$ cat src/verilog/bg_types_pkg.sv
`default_nettype none

package bg_types_pkg;

	typedef logic [7:0]  scroll_t;   // SCX / SCY register value
	typedef logic [7:0]  coord_t;    // Line or pixel coordinate
	typedef logic [4:0]  tile_idx_t; // Row or column in the 32x32 map
	typedef logic [2:0]  fine_t;     // Pixel or row inside a tile
	typedef logic [12:0] vaddr_t;    // 8 KB video memory
	typedef logic [7:0]  vdata_t;
	typedef logic [1:0]  pix_t;      // Colour index before palette

	// Each read step spends one cycle on rd and one on cap
	typedef enum logic [2:0] {
		IDLE,
		MAP,
		DATA_LO,
		DATA_HI,
		WAIT,
		DONE
	} fetch_step_t;

endpackage

`default_nettype wire

$ cat src/verilog/bg_map_pkg.sv
`default_nettype none

package bg_map_pkg;

	// Tile maps, selected by map_sel
	localparam bg_types_pkg::vaddr_t MAP0_BASE = 13'h1800;
	localparam bg_types_pkg::vaddr_t MAP1_BASE = 13'h1C00;

	// Tile data, unsigned from the bottom or signed around the middle
	localparam bg_types_pkg::vaddr_t DATA_UNSIGNED_BASE = 13'h0000;
	localparam bg_types_pkg::vaddr_t DATA_SIGNED_BASE   = 13'h1000;

	localparam bg_types_pkg::vaddr_t MAP_ROW_STRIDE = 13'd32; // Entries per map row
	localparam bg_types_pkg::vaddr_t TILE_BYTES     = 13'd16; // Two planes of 8 rows

	localparam int LINE_PIXELS    = 160;
	localparam int TILES_PER_LINE = 21; // Extra tile covers fine scroll

endpackage

`default_nettype wire

$ cat src/verilog/bg_fetch_if.sv
`default_nettype none

interface bg_fetch_if;

	bg_types_pkg::fetch_step_t step;
	bg_types_pkg::tile_idx_t   tile_col; // Fetch column before scroll
	logic                      rd;
	logic                      cap;      // Read data valid, one cycle after rd
	logic                      push;     // Parallel load of the shifter
	logic                      shift;

	modport ctrl (
		output step, tile_col, rd, cap, push, shift
	);

	modport addr (
		input step, tile_col, rd
	);

	modport data (
		input step, cap, push, shift
	);

endinterface

`default_nettype wire

$ cat src/verilog/bg_fetch_ctrl.sv
`default_nettype none

module bg_fetch_ctrl (
	input  logic                  clkpipe,
	input  logic                  rst_n,
	input  logic                  line_start,
	input  bg_types_pkg::scroll_t scx,
	bg_fetch_if.ctrl              fetch,
	output logic                  pixel_valid,
	output logic                  line_done
);

	bg_types_pkg::fetch_step_t step;
	bg_types_pkg::tile_idx_t   tile_col;
	bg_types_pkg::tile_idx_t   tile_cnt;  // Tiles pushed this line
	bg_types_pkg::fine_t       disc_cnt;  // Fine-scroll pixels still to drop
	bg_types_pkg::coord_t      pix_cnt;
	logic [3:0]                sh_cnt;    // Pixels left in the shifter
	logic                      phase;     // 0 = rd cycle, 1 = cap cycle
	logic                      tile_full;
	logic                      reading;
	logic                      shift;
	logic                      push;
	logic                      last_pix;

	assign reading = (step == bg_types_pkg::MAP) || (step == bg_types_pkg::DATA_LO) ||
		(step == bg_types_pkg::DATA_HI);
	assign shift = (step != bg_types_pkg::IDLE) && (sh_cnt != 4'd0);
	// Load while the last pixel leaves so the stream has no gap
	assign push = tile_full && ((sh_cnt == 4'd0) || (sh_cnt == 4'd1 && shift));
	assign pixel_valid = shift && (disc_cnt == 3'd0);
	assign last_pix = pixel_valid && (pix_cnt == 8'(bg_map_pkg::LINE_PIXELS - 1));

	assign fetch.step = step;
	assign fetch.tile_col = tile_col;
	assign fetch.rd = reading && !phase;
	assign fetch.cap = reading && phase;
	assign fetch.push = push;
	assign fetch.shift = shift;

	always_ff @(posedge clkpipe) begin
		if (!rst_n) begin
			step <= bg_types_pkg::IDLE;
			phase <= 1'b0;
			tile_full <= 1'b0;
			tile_col <= '0;
			tile_cnt <= '0;
			disc_cnt <= '0;
			pix_cnt <= '0;
			sh_cnt <= '0;
			line_done <= 1'b0;
		end else begin
			line_done <= last_pix;
			if (step == bg_types_pkg::IDLE) begin
				if (line_start) begin
					step <= bg_types_pkg::MAP;
					phase <= 1'b0;
					tile_full <= 1'b0;
					tile_col <= '0;
					tile_cnt <= '0;
					disc_cnt <= scx[2:0];
					pix_cnt <= '0;
					sh_cnt <= '0;
				end
			end else if (last_pix) begin
				step <= bg_types_pkg::IDLE; // May cut short the spare tile fetch
			end else begin
				if (reading)
					phase <= !phase;
				case (step)
					bg_types_pkg::MAP: if (phase) step <= bg_types_pkg::DATA_LO;
					bg_types_pkg::DATA_LO: if (phase) step <= bg_types_pkg::DATA_HI;
					bg_types_pkg::DATA_HI: begin
						if (phase) begin
							step <= bg_types_pkg::WAIT;
							tile_full <= 1'b1;
						end
					end
					bg_types_pkg::WAIT: begin
						if (push) begin
							tile_full <= 1'b0;
							if (tile_cnt == 5'(bg_map_pkg::TILES_PER_LINE - 1))
								step <= bg_types_pkg::DONE;
							else
								step <= bg_types_pkg::MAP;
						end
					end
					default: ;
				endcase
				sh_cnt <= push ? 4'd8 : sh_cnt - {3'b000, shift};
				if (push) begin
					tile_cnt <= tile_cnt + 5'd1;
					tile_col <= tile_col + 5'd1; // Wraps at 32
				end
				if (shift && disc_cnt != 3'd0)
					disc_cnt <= disc_cnt - 3'd1;
				if (pixel_valid)
					pix_cnt <= pix_cnt + 8'd1;
			end
		end
	end

endmodule

`default_nettype wire

$ cat src/verilog/bg_scroll_add.sv
`default_nettype none

module bg_scroll_add (
	input  bg_types_pkg::coord_t    ly,
	input  bg_types_pkg::scroll_t   scy,
	input  bg_types_pkg::scroll_t   scx,
	bg_fetch_if.addr                fetch,
	output bg_types_pkg::tile_idx_t map_row,
	output bg_types_pkg::tile_idx_t map_col,
	output bg_types_pkg::fine_t     fine_y
);

	bg_types_pkg::coord_t bg_y;

	// Background wraps at 256 lines
	assign bg_y = ly + scy;
	assign map_row = bg_y[7:3];
	assign fine_y = bg_y[2:0];

	// Fine part of scx is handled by discarding pixels
	assign map_col = fetch.tile_col + scx[7:3];

endmodule

`default_nettype wire

$ cat src/verilog/bg_vram_addr.sv
`default_nettype none

module bg_vram_addr (
	bg_fetch_if.addr                fetch,
	input  bg_types_pkg::tile_idx_t map_row,
	input  bg_types_pkg::tile_idx_t map_col,
	input  bg_types_pkg::fine_t     fine_y,
	input  bg_types_pkg::vdata_t    tile_num,
	input  logic                    map_sel,
	input  logic                    data_unsigned,
	output bg_types_pkg::vaddr_t    vram_addr,
	output logic                    vram_rd
);

	bg_types_pkg::vaddr_t map_base;
	bg_types_pkg::vaddr_t map_addr;
	bg_types_pkg::vaddr_t data_base;
	bg_types_pkg::vaddr_t tile_ext;  // Tile number widened to address size
	bg_types_pkg::vaddr_t row_off;
	bg_types_pkg::vaddr_t data_addr;

	assign map_base = map_sel ? bg_map_pkg::MAP1_BASE : bg_map_pkg::MAP0_BASE;
	assign map_addr = map_base + bg_types_pkg::vaddr_t'(map_row) * bg_map_pkg::MAP_ROW_STRIDE +
		bg_types_pkg::vaddr_t'(map_col);

	always_comb begin
		if (data_unsigned) begin
			data_base = bg_map_pkg::DATA_UNSIGNED_BASE;
			tile_ext = {5'b00000, tile_num};
		end else begin
			data_base = bg_map_pkg::DATA_SIGNED_BASE;
			tile_ext = {{5{tile_num[7]}}, tile_num}; // -128..127 around the middle
		end
	end

	// Two bytes per row, high plane second
	assign row_off = {9'd0, fine_y, fetch.step == bg_types_pkg::DATA_HI};
	assign data_addr = data_base + tile_ext * bg_map_pkg::TILE_BYTES + row_off;

	assign vram_addr = (fetch.step == bg_types_pkg::MAP) ? map_addr : data_addr;
	assign vram_rd = fetch.rd;

endmodule

`default_nettype wire

$ cat src/verilog/bg_tile_latch.sv
`default_nettype none

module bg_tile_latch (
	input  logic                 clkpipe,
	input  logic                 rst_n,
	bg_fetch_if.data             fetch,
	input  bg_types_pkg::vdata_t vram_data,
	output bg_types_pkg::vdata_t tile_num,
	output bg_types_pkg::vdata_t plane_lo,
	output bg_types_pkg::vdata_t plane_hi
);

	// Step still names the read while its data arrives
	always_ff @(posedge clkpipe) begin
		if (!rst_n) begin
			tile_num <= '0;
			plane_lo <= '0;
			plane_hi <= '0;
		end else if (fetch.cap) begin
			case (fetch.step)
				bg_types_pkg::MAP:     tile_num <= vram_data;
				bg_types_pkg::DATA_LO: plane_lo <= vram_data;
				bg_types_pkg::DATA_HI: plane_hi <= vram_data;
				default: ;
			endcase
		end
	end

endmodule

`default_nettype wire

$ cat src/verilog/bg_pixel_shift.sv
`default_nettype none

module bg_pixel_shift (
	input  logic                 clkpipe,
	input  logic                 rst_n,
	bg_fetch_if.data             fetch,
	input  bg_types_pkg::vdata_t plane_lo,
	input  bg_types_pkg::vdata_t plane_hi,
	input  logic                 bg_en,
	output bg_types_pkg::pix_t   pixel
);

	bg_types_pkg::vdata_t sh_lo;
	bg_types_pkg::vdata_t sh_hi;

	always_ff @(posedge clkpipe) begin
		if (!rst_n) begin
			sh_lo <= '0;
			sh_hi <= '0;
		end else if (fetch.push) begin // Load wins over shift
			sh_lo <= plane_lo;
			sh_hi <= plane_hi;
		end else if (fetch.shift) begin
			sh_lo <= {sh_lo[6:0], 1'b0};
			sh_hi <= {sh_hi[6:0], 1'b0};
		end
	end

	// Leftmost pixel sits in bit 7
	assign pixel = bg_en ? {sh_hi[7], sh_lo[7]} : 2'b00;

endmodule

`default_nettype wire

$ cat src/verilog/bg_pipe_top.sv
`default_nettype none

module bg_pipe_top (
	input  logic                  clkpipe,
	input  logic                  rst_n,
	input  logic                  line_start,
	input  bg_types_pkg::coord_t  ly,
	input  bg_types_pkg::scroll_t scy,
	input  bg_types_pkg::scroll_t scx,
	input  logic                  map_sel,
	input  logic                  data_unsigned,
	input  logic                  bg_en,
	output bg_types_pkg::vaddr_t  vram_addr,
	output logic                  vram_rd,
	input  bg_types_pkg::vdata_t  vram_data,
	output bg_types_pkg::pix_t    pixel,
	output logic                  pixel_valid,
	output logic                  line_done
);

	bg_types_pkg::tile_idx_t map_row;
	bg_types_pkg::tile_idx_t map_col;
	bg_types_pkg::fine_t     fine_y;
	bg_types_pkg::vdata_t    tile_num;
	bg_types_pkg::vdata_t    plane_lo;
	bg_types_pkg::vdata_t    plane_hi;

	bg_fetch_if fetch ();

	bg_fetch_ctrl u_ctrl (
		.clkpipe     (clkpipe),
		.rst_n       (rst_n),
		.line_start  (line_start),
		.scx         (scx),
		.fetch       (fetch.ctrl),
		.pixel_valid (pixel_valid),
		.line_done   (line_done)
	);

	bg_scroll_add u_scroll (
		.ly      (ly),
		.scy     (scy),
		.scx     (scx),
		.fetch   (fetch.addr),
		.map_row (map_row),
		.map_col (map_col),
		.fine_y  (fine_y)
	);

	bg_vram_addr u_addr (
		.fetch         (fetch.addr),
		.map_row       (map_row),
		.map_col       (map_col),
		.fine_y        (fine_y),
		.tile_num      (tile_num),
		.map_sel       (map_sel),
		.data_unsigned (data_unsigned),
		.vram_addr     (vram_addr),
		.vram_rd       (vram_rd)
	);

	bg_tile_latch u_latch (
		.clkpipe   (clkpipe),
		.rst_n     (rst_n),
		.fetch     (fetch.data),
		.vram_data (vram_data),
		.tile_num  (tile_num),
		.plane_lo  (plane_lo),
		.plane_hi  (plane_hi)
	);

	bg_pixel_shift u_shift (
		.clkpipe  (clkpipe),
		.rst_n    (rst_n),
		.fetch    (fetch.data),
		.plane_lo (plane_lo),
		.plane_hi (plane_hi),
		.bg_en    (bg_en),
		.pixel    (pixel)
	);

endmodule

`default_nettype wire

$ cat config.mk
export PLATFORM = sky130hd
export DESIGN_NAME = bg_pipe_top
export DESIGN_NICKNAME = d
export VERILOG_FILES = /design/src/verilog/bg_types_pkg.sv /design/src/verilog/bg_map_pkg.sv /design/src/verilog/bg_fetch_if.sv /design/src/verilog/bg_fetch_ctrl.sv /design/src/verilog/bg_scroll_add.sv /design/src/verilog/bg_vram_addr.sv /design/src/verilog/bg_tile_latch.sv /design/src/verilog/bg_pixel_shift.sv /design/src/verilog/bg_pipe_top.sv
export SDC_FILE = /design/constraint.sdc
export NUM_CORES = 1
export LEC_CHECK = 0
export ABC_AREA = 1
export BUFFER_PORTS_ARGS = -buffer_cell sky130_fd_sc_hd__buf_2
export CORE_MARGIN = 2
export CORE_UTILIZATION = 60
export CTS_BUF_LIST = sky130_fd_sc_hd__clkbuf_16
export CTS_CLUSTER_SIZE = 30
export DETAILED_ROUTE_END_ITERATION = 10
export PLACE_DENSITY = 0.83
export SLEW_MARGIN = 20
export SYNTH_ARGS = -nofsm -noshare
export SYNTH_HDL_FRONTEND = slang
export SYNTH_SLANG_ARGS = --single-unit
$ cat constraint.sdc
create_clock -name clkpipe -period 4.15 [get_ports clkpipe]
set_clock_uncertainty 0.2 [all_clocks]
set_input_delay 0.83 -clock clkpipe [delete_from_list [all_inputs] [get_ports clkpipe]]
set_output_delay 0.83 -clock clkpipe [all_outputs]
set_load 0.05 [all_outputs]
==> results of run 1 <==
## per-stage QoR
step             util  cells  hold slack [ns]  setup WS [ns]
2_1_floorplan       -    613           0.2246         0.2581
3_3_place_gp   0.6576    743           0.2368         0.7494
3_5_place_dp   0.6576    743           0.2415         0.7133
4_1_cts        0.7024    759           0.2652         0.7092
5_1_grt        0.7024    759           0.2863         0.5753
6_report       0.7024    759           0.2610         0.6960
## per-layer routing
layer	routed length, um	up-vias
li1	-	2087
met1	4394	1865
met2	4641	147
met3	551	15
met4	168	0
met5	0	-
## cell usage after synthesis (4+ instances only)
cell type                    n  area, um^2
sky130_fd_sc_hd__dfxtp_1    71        1421
sky130_fd_sc_hd__o21ai_2    12       105.1
sky130_fd_sc_hd__ha_1       18       225.2
sky130_fd_sc_hd__nand3_1    36       180.2
sky130_fd_sc_hd__a21oi_2     6       52.55
sky130_fd_sc_hd__o21ai_0    49       245.2
sky130_fd_sc_hd__buf_6       4       45.04
sky130_fd_sc_hd__inv_2       4       15.01
sky130_fd_sc_hd__xnor2_1     6       52.55
sky130_fd_sc_hd__nand2_4     4       45.04
sky130_fd_sc_hd__nand4_1    19       118.9
sky130_fd_sc_hd__inv_1      59       221.5
sky130_fd_sc_hd__or2_2       5       31.28
sky130_fd_sc_hd__nor2_1     82       307.8
sky130_fd_sc_hd__clkbuf_1    9       33.78
sky130_fd_sc_hd__nand2_1   150       563.0
sky130_fd_sc_hd__a21oi_1    47       235.2
sky130_fd_sc_hd__buf_2       7       35.03
## logic make-up (layout without fill, tap and decap cells)
| group | count (synthesis) | count (layout) | share of synthesized area |
|---|---|---|---|
| buf+inv | 86 | 136 | 0.08719 |
| compound gates | 121 | 121 | 0.1627 |
| flops | 71 | 71 | 0.3392 |
| fa+ha+maj | 20 | 20 | 0.06330 |
| xor+xnor | 9 | 9 | 0.01881 |
| simple gates | 306 | 306 | 0.3288 |
## power by group through the flow
| stage | Combinational, mW | Sequential [mW] | Clock (mW) |
|---|---|---|---|
| after floorplan | 0.859 | 0.814 | 0 |
| after global placement | 1.04 | 0.826 | 0 |
| after detailed placement | 1.06 | 0.829 | 0 |
| after CTS | 1.07 | 0.816 | 0.789 |
| after global routing | 1.18 | 0.826 | 0.817 |
| final | 1.08 | 0.817 | 0.784 |
## final timing paths
| path | cells after the start | slack, ns | to |
|---|---|---|---|
| setup / recovery | 9 | 0.70 | vram_addr[6] |
| hold / removal | 2 | 0.26 | u_latch.plane_hi[1] |
| setup reg to reg | 10 | 1.81 | u_ctrl.sh_cnt[2] |
| hold reg to reg | 2 | 0.26 | u_latch.plane_hi[1] |
## worst max-delay path, cell delays in order
cell and delay, ns:
sky130_fd_sc_hd__buf_2 0.11, sky130_fd_sc_hd__ha_1 0.23, sky130_fd_sc_hd__fa_1 0.42, sky130_fd_sc_hd__nand2_1 0.10, sky130_fd_sc_hd__a21oi_1 0.08, sky130_fd_sc_hd__o21ai_0 0.15, sky130_fd_sc_hd__nand2_1 0.06, sky130_fd_sc_hd__o21ai_0 0.16
sky130_fd_sc_hd__buf_2 0.28
## area by class of cell
type                    count  area (um^2)  share of cell area
multi-input cells         456         2404              0.5037
flip-flops and latches     71         1421              0.2978
repair buffers             55        275.3             0.05768
inverters                  65        247.7             0.05191
clock buffers               9        225.2             0.04719
well taps                  96        120.1             0.02517
clock inverters             7        78.83             0.01652
## sequential cells by signal, indices dropped and copies added, names as in the netlist
name	cells
u_ctrl.pix_cnt	8
u_latch.plane_hi	8
u_latch.plane_lo	8
u_latch.tile_num	8
u_shift.sh_hi	8
u_shift.sh_lo	8
u_ctrl.fetch.tile_col	5
u_ctrl.tile_cnt	5
u_ctrl.sh_cnt	4
u_ctrl.disc_cnt	3
u_ctrl.fetch.step	3
u_ctrl.line_done	1
u_ctrl.phase	1
u_ctrl.tile_full	1
==> impl.org, run 1 <==
** CTS
- Clock Path Buffers :: 2
- Reg clk slew, reported paths :: 0.06 ns
- TritonCTS created 9 clock buffers.
- TritonCTS built the clock tree.
- Counting every sink on the clock net gives 71.
- Clock latency on the worst-skew pair :: 0.33 ns
- Setup Fix Bufs, Post-CTS :: 0
- CTS Hold Buffers Added :: 0
- The cell sitting at the root of the clock tree is a sky130_fd_sc_hd__clkbuf_16.
- After clock tree synthesis, the repair step resized 0 gates.
- The H-tree was split into 3 levels.

** Yosys
- For this run, the register share of the synthesized area comes to 0.3392.
- Register bit count reported by yosys :: 71
- Number of enable flip-flop cells after synthesis :: 0
- Unique cell type count in the Yosys netlist :: 33
- Async SR Flop Fraction :: 0
- In the synthesized netlist the dominant register cell turns out to be sky130_fd_sc_hd__dfxtp_1.
- When the netlist entered floorplanning its net count stood at 671.
- Synthesis produced 613 cells.
- Summing every instance area after synthesis gives 4190 um^2.
- Avg Inst Size Synth :: 6.836 um^2
- Number of warnings printed during yosys synthesis :: 0

** Placed design
- Placer Congestion :: 0.8996
- Number of port buffers :: 55
- Once detailed placement completed, the half-perimeter wirelength came to 6.476 mm.
- Post-Place Cell Area :: 4468 um^2

** Drt
- The routed layout has 4,114 vias.
- In the routed design, unresolved DRC markers number 0.
- Once detail routing completed, the nets flagged for antenna violations numbered 0.
- Iter 0 DRT Violations :: 337
- Routed wire length per instance :: 12.85 um
- Final routed wirelength across all metal layers :: 9.755 mm
- Vias per cell :: 5.420
- First-pass detailed-route iteration total :: 6

** Global route
- In the global route stage, met3 resource usage came out at 0.03864.
- Global-route track usage on met2 :: 0.4284
- Antenna violations before repair :: 0
- After global routing, the most crowded layer is met2.
- Across every metal layer, demand over resource in global routing totals 0.2537.
- The first global-routing pass estimated 15.68 mm of wire.
- The via count of the first global-routing pass came to 3,558.
- Entering global routing, the biggest net connects 38 pins.
- Met1 usage in global routing :: 0.3347
- The total overflow left after global routing is 0.

** Power and ir drop
- Static Leakage :: 2.087 nW
- The share of total power dissipated in sequential elements is 0.305.
- Design internal power :: 1.501 mW
- Of the total power, the clock network draws 0.293.
- Switching power :: 1.178 mW
- Across the VDD grid, the largest voltage drop is 368.8 uV.
- Of the total power, the share spent switching nets is 0.4397.
- Combinational Power Share :: 0.402
- In this run the power density over the cells is 561.3 nW/um^2.
- Total power draw :: 2.678 mW

** Floorplanning
- In this run the count of I/O pins placed on the die edge is 56.
- Die footprint :: 7669 um^2
- Width of the die :: 87.57 um
- For this configuration, the core starts out at a cell density of 0.6168.
- Site row count :: 30
- Area inside the core boundary :: 6794 um^2
- In this run the vertical extent of the chip is 87.57 um.

** Setup path
- STA classifies the critical path endpoint as an output port.
- In this run the worst path has a maximum fanout of 3.
- In this run the critical register-to-register path is launched from u_ctrl.disc_cnt[0].
- In this run the worst setup path begins at ly[0].
- Worst EP arrival :: 2.42 ns
- The critical path is of the input pin to output port type.
- For the worst setup path, the data required time is 3.12 ns.
- Category of the worst setup path launch point :: input pin

** Run status
- The flow ran to the end, and the final reports show no timing, DRC or antenna violations.

** Cells and area
- Most common cell after layout, fill and taps aside :: sky130_fd_sc_hd__nand2_1
- Summing all non-filler instances in the final layout gives an area of 4772 um^2.
- Layout Area Growth over Synthesis :: 13.88%
- The layout has 555 filler cells.
- Of the cells placed in the final design, the portion with a size suffix greater than 1 is 0.1674.
- The top cell types in the final layout, fill and taps aside, are 150 x sky130_fd_sc_hd__nand2_1, 82 x sky130_fd_sc_hd__nor2_1, 71 x sky130_fd_sc_hd__dfxtp_1.
- Number of antenna diodes :: 0
- Number of nets at the end of the flow :: 716

** Worst hold path
- The worst hold path begins at u_latch.plane_hi[1].
- Worst min path class :: register to register

** Timing
- Share of the clock period used by the worst path :: 0.8323
- Measured against its own limit, the worst slew margin works out to 0.4728.
- Counting I/O delays and the setup requirement, the final critical path takes 3.454 ns.
- Setup violations remaining at the end of the flow were counted as 0.
- The final hold violation count came to 0.
- Setup repair after global routing left no endpoint under its margin.
- Achievable frequency :: 0.2895 GHz
- The count of pins over their slew limit was 0.
- Transition time at the pin with the least slew margin :: 0.7879 ns
- Sum of negative setup slack :: 0 ns

** Run
- Max capacitance violation total :: 0
Power figures use the tool's default switching activity.
==> run 2, diff against run 1 <==
CORE_UTILIZATION = 58   (was 60)
PLACE_DENSITY = 0.8   (was 0.83)
clock period = 3.4 ns   (was 4.15 ns; I/O delays follow)
==> impl.org, run 2 (same netlist as run 1, synthesis figures left out) <==
** Drt
- The total DRC errors in the routed layout was 0 (unchanged).
- The average routed wire per standard cell was 12.61 um (was 12.85 um).
- The detailed-router iteration count before antenna repair is 7 (was 6).
- The post-route antenna net violation count was 0 (unchanged).
- The routed wire length is 9.583 mm (was 9.755 mm).
- Iter 0 DRT Violations :: 271 (was 337)
- Vias per cell :: 5.395 (was 5.420)
- Total number of vias :: 4,100 (was 4,114)

** Power and ir drop
- The static leakage power was 2.096 nW (was 2.087 nW).
- Max rail drop VDD :: 370.0 uV (was 368.8 uV)
- Power per unit of standard cell area :: 672.8 nW/um^2 (was 561.3 nW/um^2)

** Timing
- Worst slew slack as a fraction of its limit :: 0.4709 (was 0.4728)
- Achievable frequency :: 0.3191 GHz
- Setup Viol. Count Final :: 0 (unchanged)
- The worst path needs 3.134 ns of the cycle, external delays included.
- Share of the clock period used by the worst path :: 0.9218
- Max-slew violations :: 0 (unchanged)
- The final hold violation count is 0 (unchanged).
- The setup TNS is 0 ns (unchanged).
- The transition time at the pin with the least slew margin is 0.7907 ns (was 0.7879 ns).
- Unrepaired setup endpoints after global routing: no (unchanged).
- Hold slack final :: 0.2538 ns (was 0.2610 ns)

** CTS
- CTS Hold Buffers Added :: 0 (unchanged)
- Clock latency on the worst-skew pair :: 0.33 ns (about the same)
- The TritonCTS clock tree is done (unchanged).
- The root buffer selected by CTS is sky130_fd_sc_hd__clkbuf_16 (unchanged).
- Inserted Clock Buffers :: 9 (unchanged)
- The number of gates resized after CTS is 0 (unchanged).
- The clock sink count came to 71 (unchanged).
- Setup Fix Bufs, Post-CTS :: 0 (unchanged)
- The H-tree depth is 3 (unchanged).
- Reg clk slew, reported paths :: 0.05 ns (was 0.06 ns)
- Clock Path Buffers :: 2 (unchanged)

** Cells and area
- The relative area change from synthesis to final layout was 13.65% (was 13.88%).
- Cell area after layout :: 4762 um^2 (was 4772 um^2)
- Most frequent cells in the layout: 150 x sky130_fd_sc_hd__nand2_1, 82 x sky130_fd_sc_hd__nor2_1, 71 x sky130_fd_sc_hd__dfxtp_1 (unchanged).
- Number of nets at the end of the flow :: 718 (was 716)
- Non-filler instance count after layout :: 760 (was 759)
- Most common cell after layout, fill and taps aside :: sky130_fd_sc_hd__nand2_1 (unchanged)
- Layout cell share with drive strength beyond 1 :: 0.1642 (was 0.1674)
- Number of antenna diodes :: 0 (unchanged)
- The final core utilization came to 0.6895 (was 0.7024).

** Setup path
- The type of the worst setup path is input pin to output port (unchanged).
- The data required time of the worst path came to 2.52 ns (was 3.12 ns).
- Category of the worst setup path launch point :: input pin (unchanged)
- The arrival time at the worst endpoint was 2.25 ns (was 2.42 ns).
- Capturing element type of the critical path :: output port (unchanged)
- The maximum fanout along the worst path came to 3 (unchanged).

** Global route
- The wire length of the first global-routing pass is 16.42 mm (was 15.68 mm).
- Global route overflow :: 0 (unchanged)
- The aggregate global-route resource usage was 0.2586 (was 0.2537).
- Number of global-route vias before repair :: 3,906 (was 3,558)
- Largest net degree at the start of global routing :: 38 (unchanged)
- The busiest metal layer after global routing was met2 (unchanged).
- The met1 usage in global routing was 0.3217 (was 0.3347).
- Antenna violations before repair :: 0 (unchanged)
- Global-route track usage on met2 :: 0.4471 (was 0.4284)
- The routing usage on met3 was 0.03509 (was 0.03864).

** Placed design
- The count of input and output buffers was 55 (unchanged).
- Instance count after placement with tap cells included :: 745 (was 743)
- Post-Place Cell Area :: 4483 um^2 (was 4468 um^2)
- Placer Congestion :: 0.8410 (was 0.8996)
- The estimated wirelength of the detail-placed design was 6.633 mm (was 6.476 mm).

** Floorplanning
- The width of the chip came to 89.00 um (was 87.57 um).
- Die footprint :: 7920 um^2 (was 7669 um^2)
- Height of the die :: 89.00 um (was 87.57 um)
- Site row count :: 30 (unchanged)
- Boundary Pins :: 56 (unchanged)
- Effective utilization at floorplan :: 0.6067 (was 0.6168)
- Area inside the core boundary :: 6907 um^2 (was 6794 um^2)

** Worst hold path
- The class of the tightest hold or removal check was register to register (unchanged).

** Run status
- Run status: finished clean (unchanged).

** Run
- Max capacitance violation total :: 0 (unchanged)
-- run 2: through the flow --
step	setup WS [ns]	total power, mW
2_1_floorplan	0.01114	2.043
3_3_place_gp	0.3027	2.288
3_5_place_dp	0.2680	2.312
4_1_cts	0.2638	3.207
5_1_grt	0.1182	3.395
6_report	0.2658	3.204
-- run 2: metal layers --
metal | up-vias | routed length (um)
met5 | - | 0
met4 | 0 | 189
met3 | 22 | 543
met2 | 144 | 4533
met1 | 1848 | 4317
li1 | 2086 | -
-- run 2: final timing paths --
check | slack, ns | to | depth (start not counted) | from
max reg2reg | 1.15 | u_ctrl.sh_cnt[2] | 10 | u_ctrl.disc_cnt[0]
max | 0.27 | vram_addr[8] | 9 | ly[0]
min | 0.25 | u_latch.plane_hi[1] | 2 | u_latch.plane_hi[1]
min reg2reg | 0.25 | u_latch.plane_hi[1] | 2 | u_latch.plane_hi[1]
-- run 2: layout make-up --
cell class	count	area (um^2)
tap	96	120.1
sequential	71	1421
clock inverter	6	53.80
timing repair buffer	57	290.3
clock buffer	9	225.2
multi-input combinational	456	2404
fill	604	2145
inverter	65	247.7
-- run 2: power breakdown --
part | internal, mW | switching, mW | leakage, nW
Sequential | 0.918 | 0.0782 | 0.574
Combinational | 0.346 | 0.969 | 1.38
Clock | 0.554 | 0.338 | 0.138
-- run 2: critical path: stages --
cell,delay (ns)
sky130_fd_sc_hd__buf_2,0.10
sky130_fd_sc_hd__ha_1,0.24
sky130_fd_sc_hd__fa_1,0.42
sky130_fd_sc_hd__nand4_1,0.11
sky130_fd_sc_hd__nand3_1,0.10
sky130_fd_sc_hd__or2_2,0.28
sky130_fd_sc_hd__nand3_1,0.07
sky130_fd_sc_hd__nand2_1,0.05
sky130_fd_sc_hd__buf_2,0.20
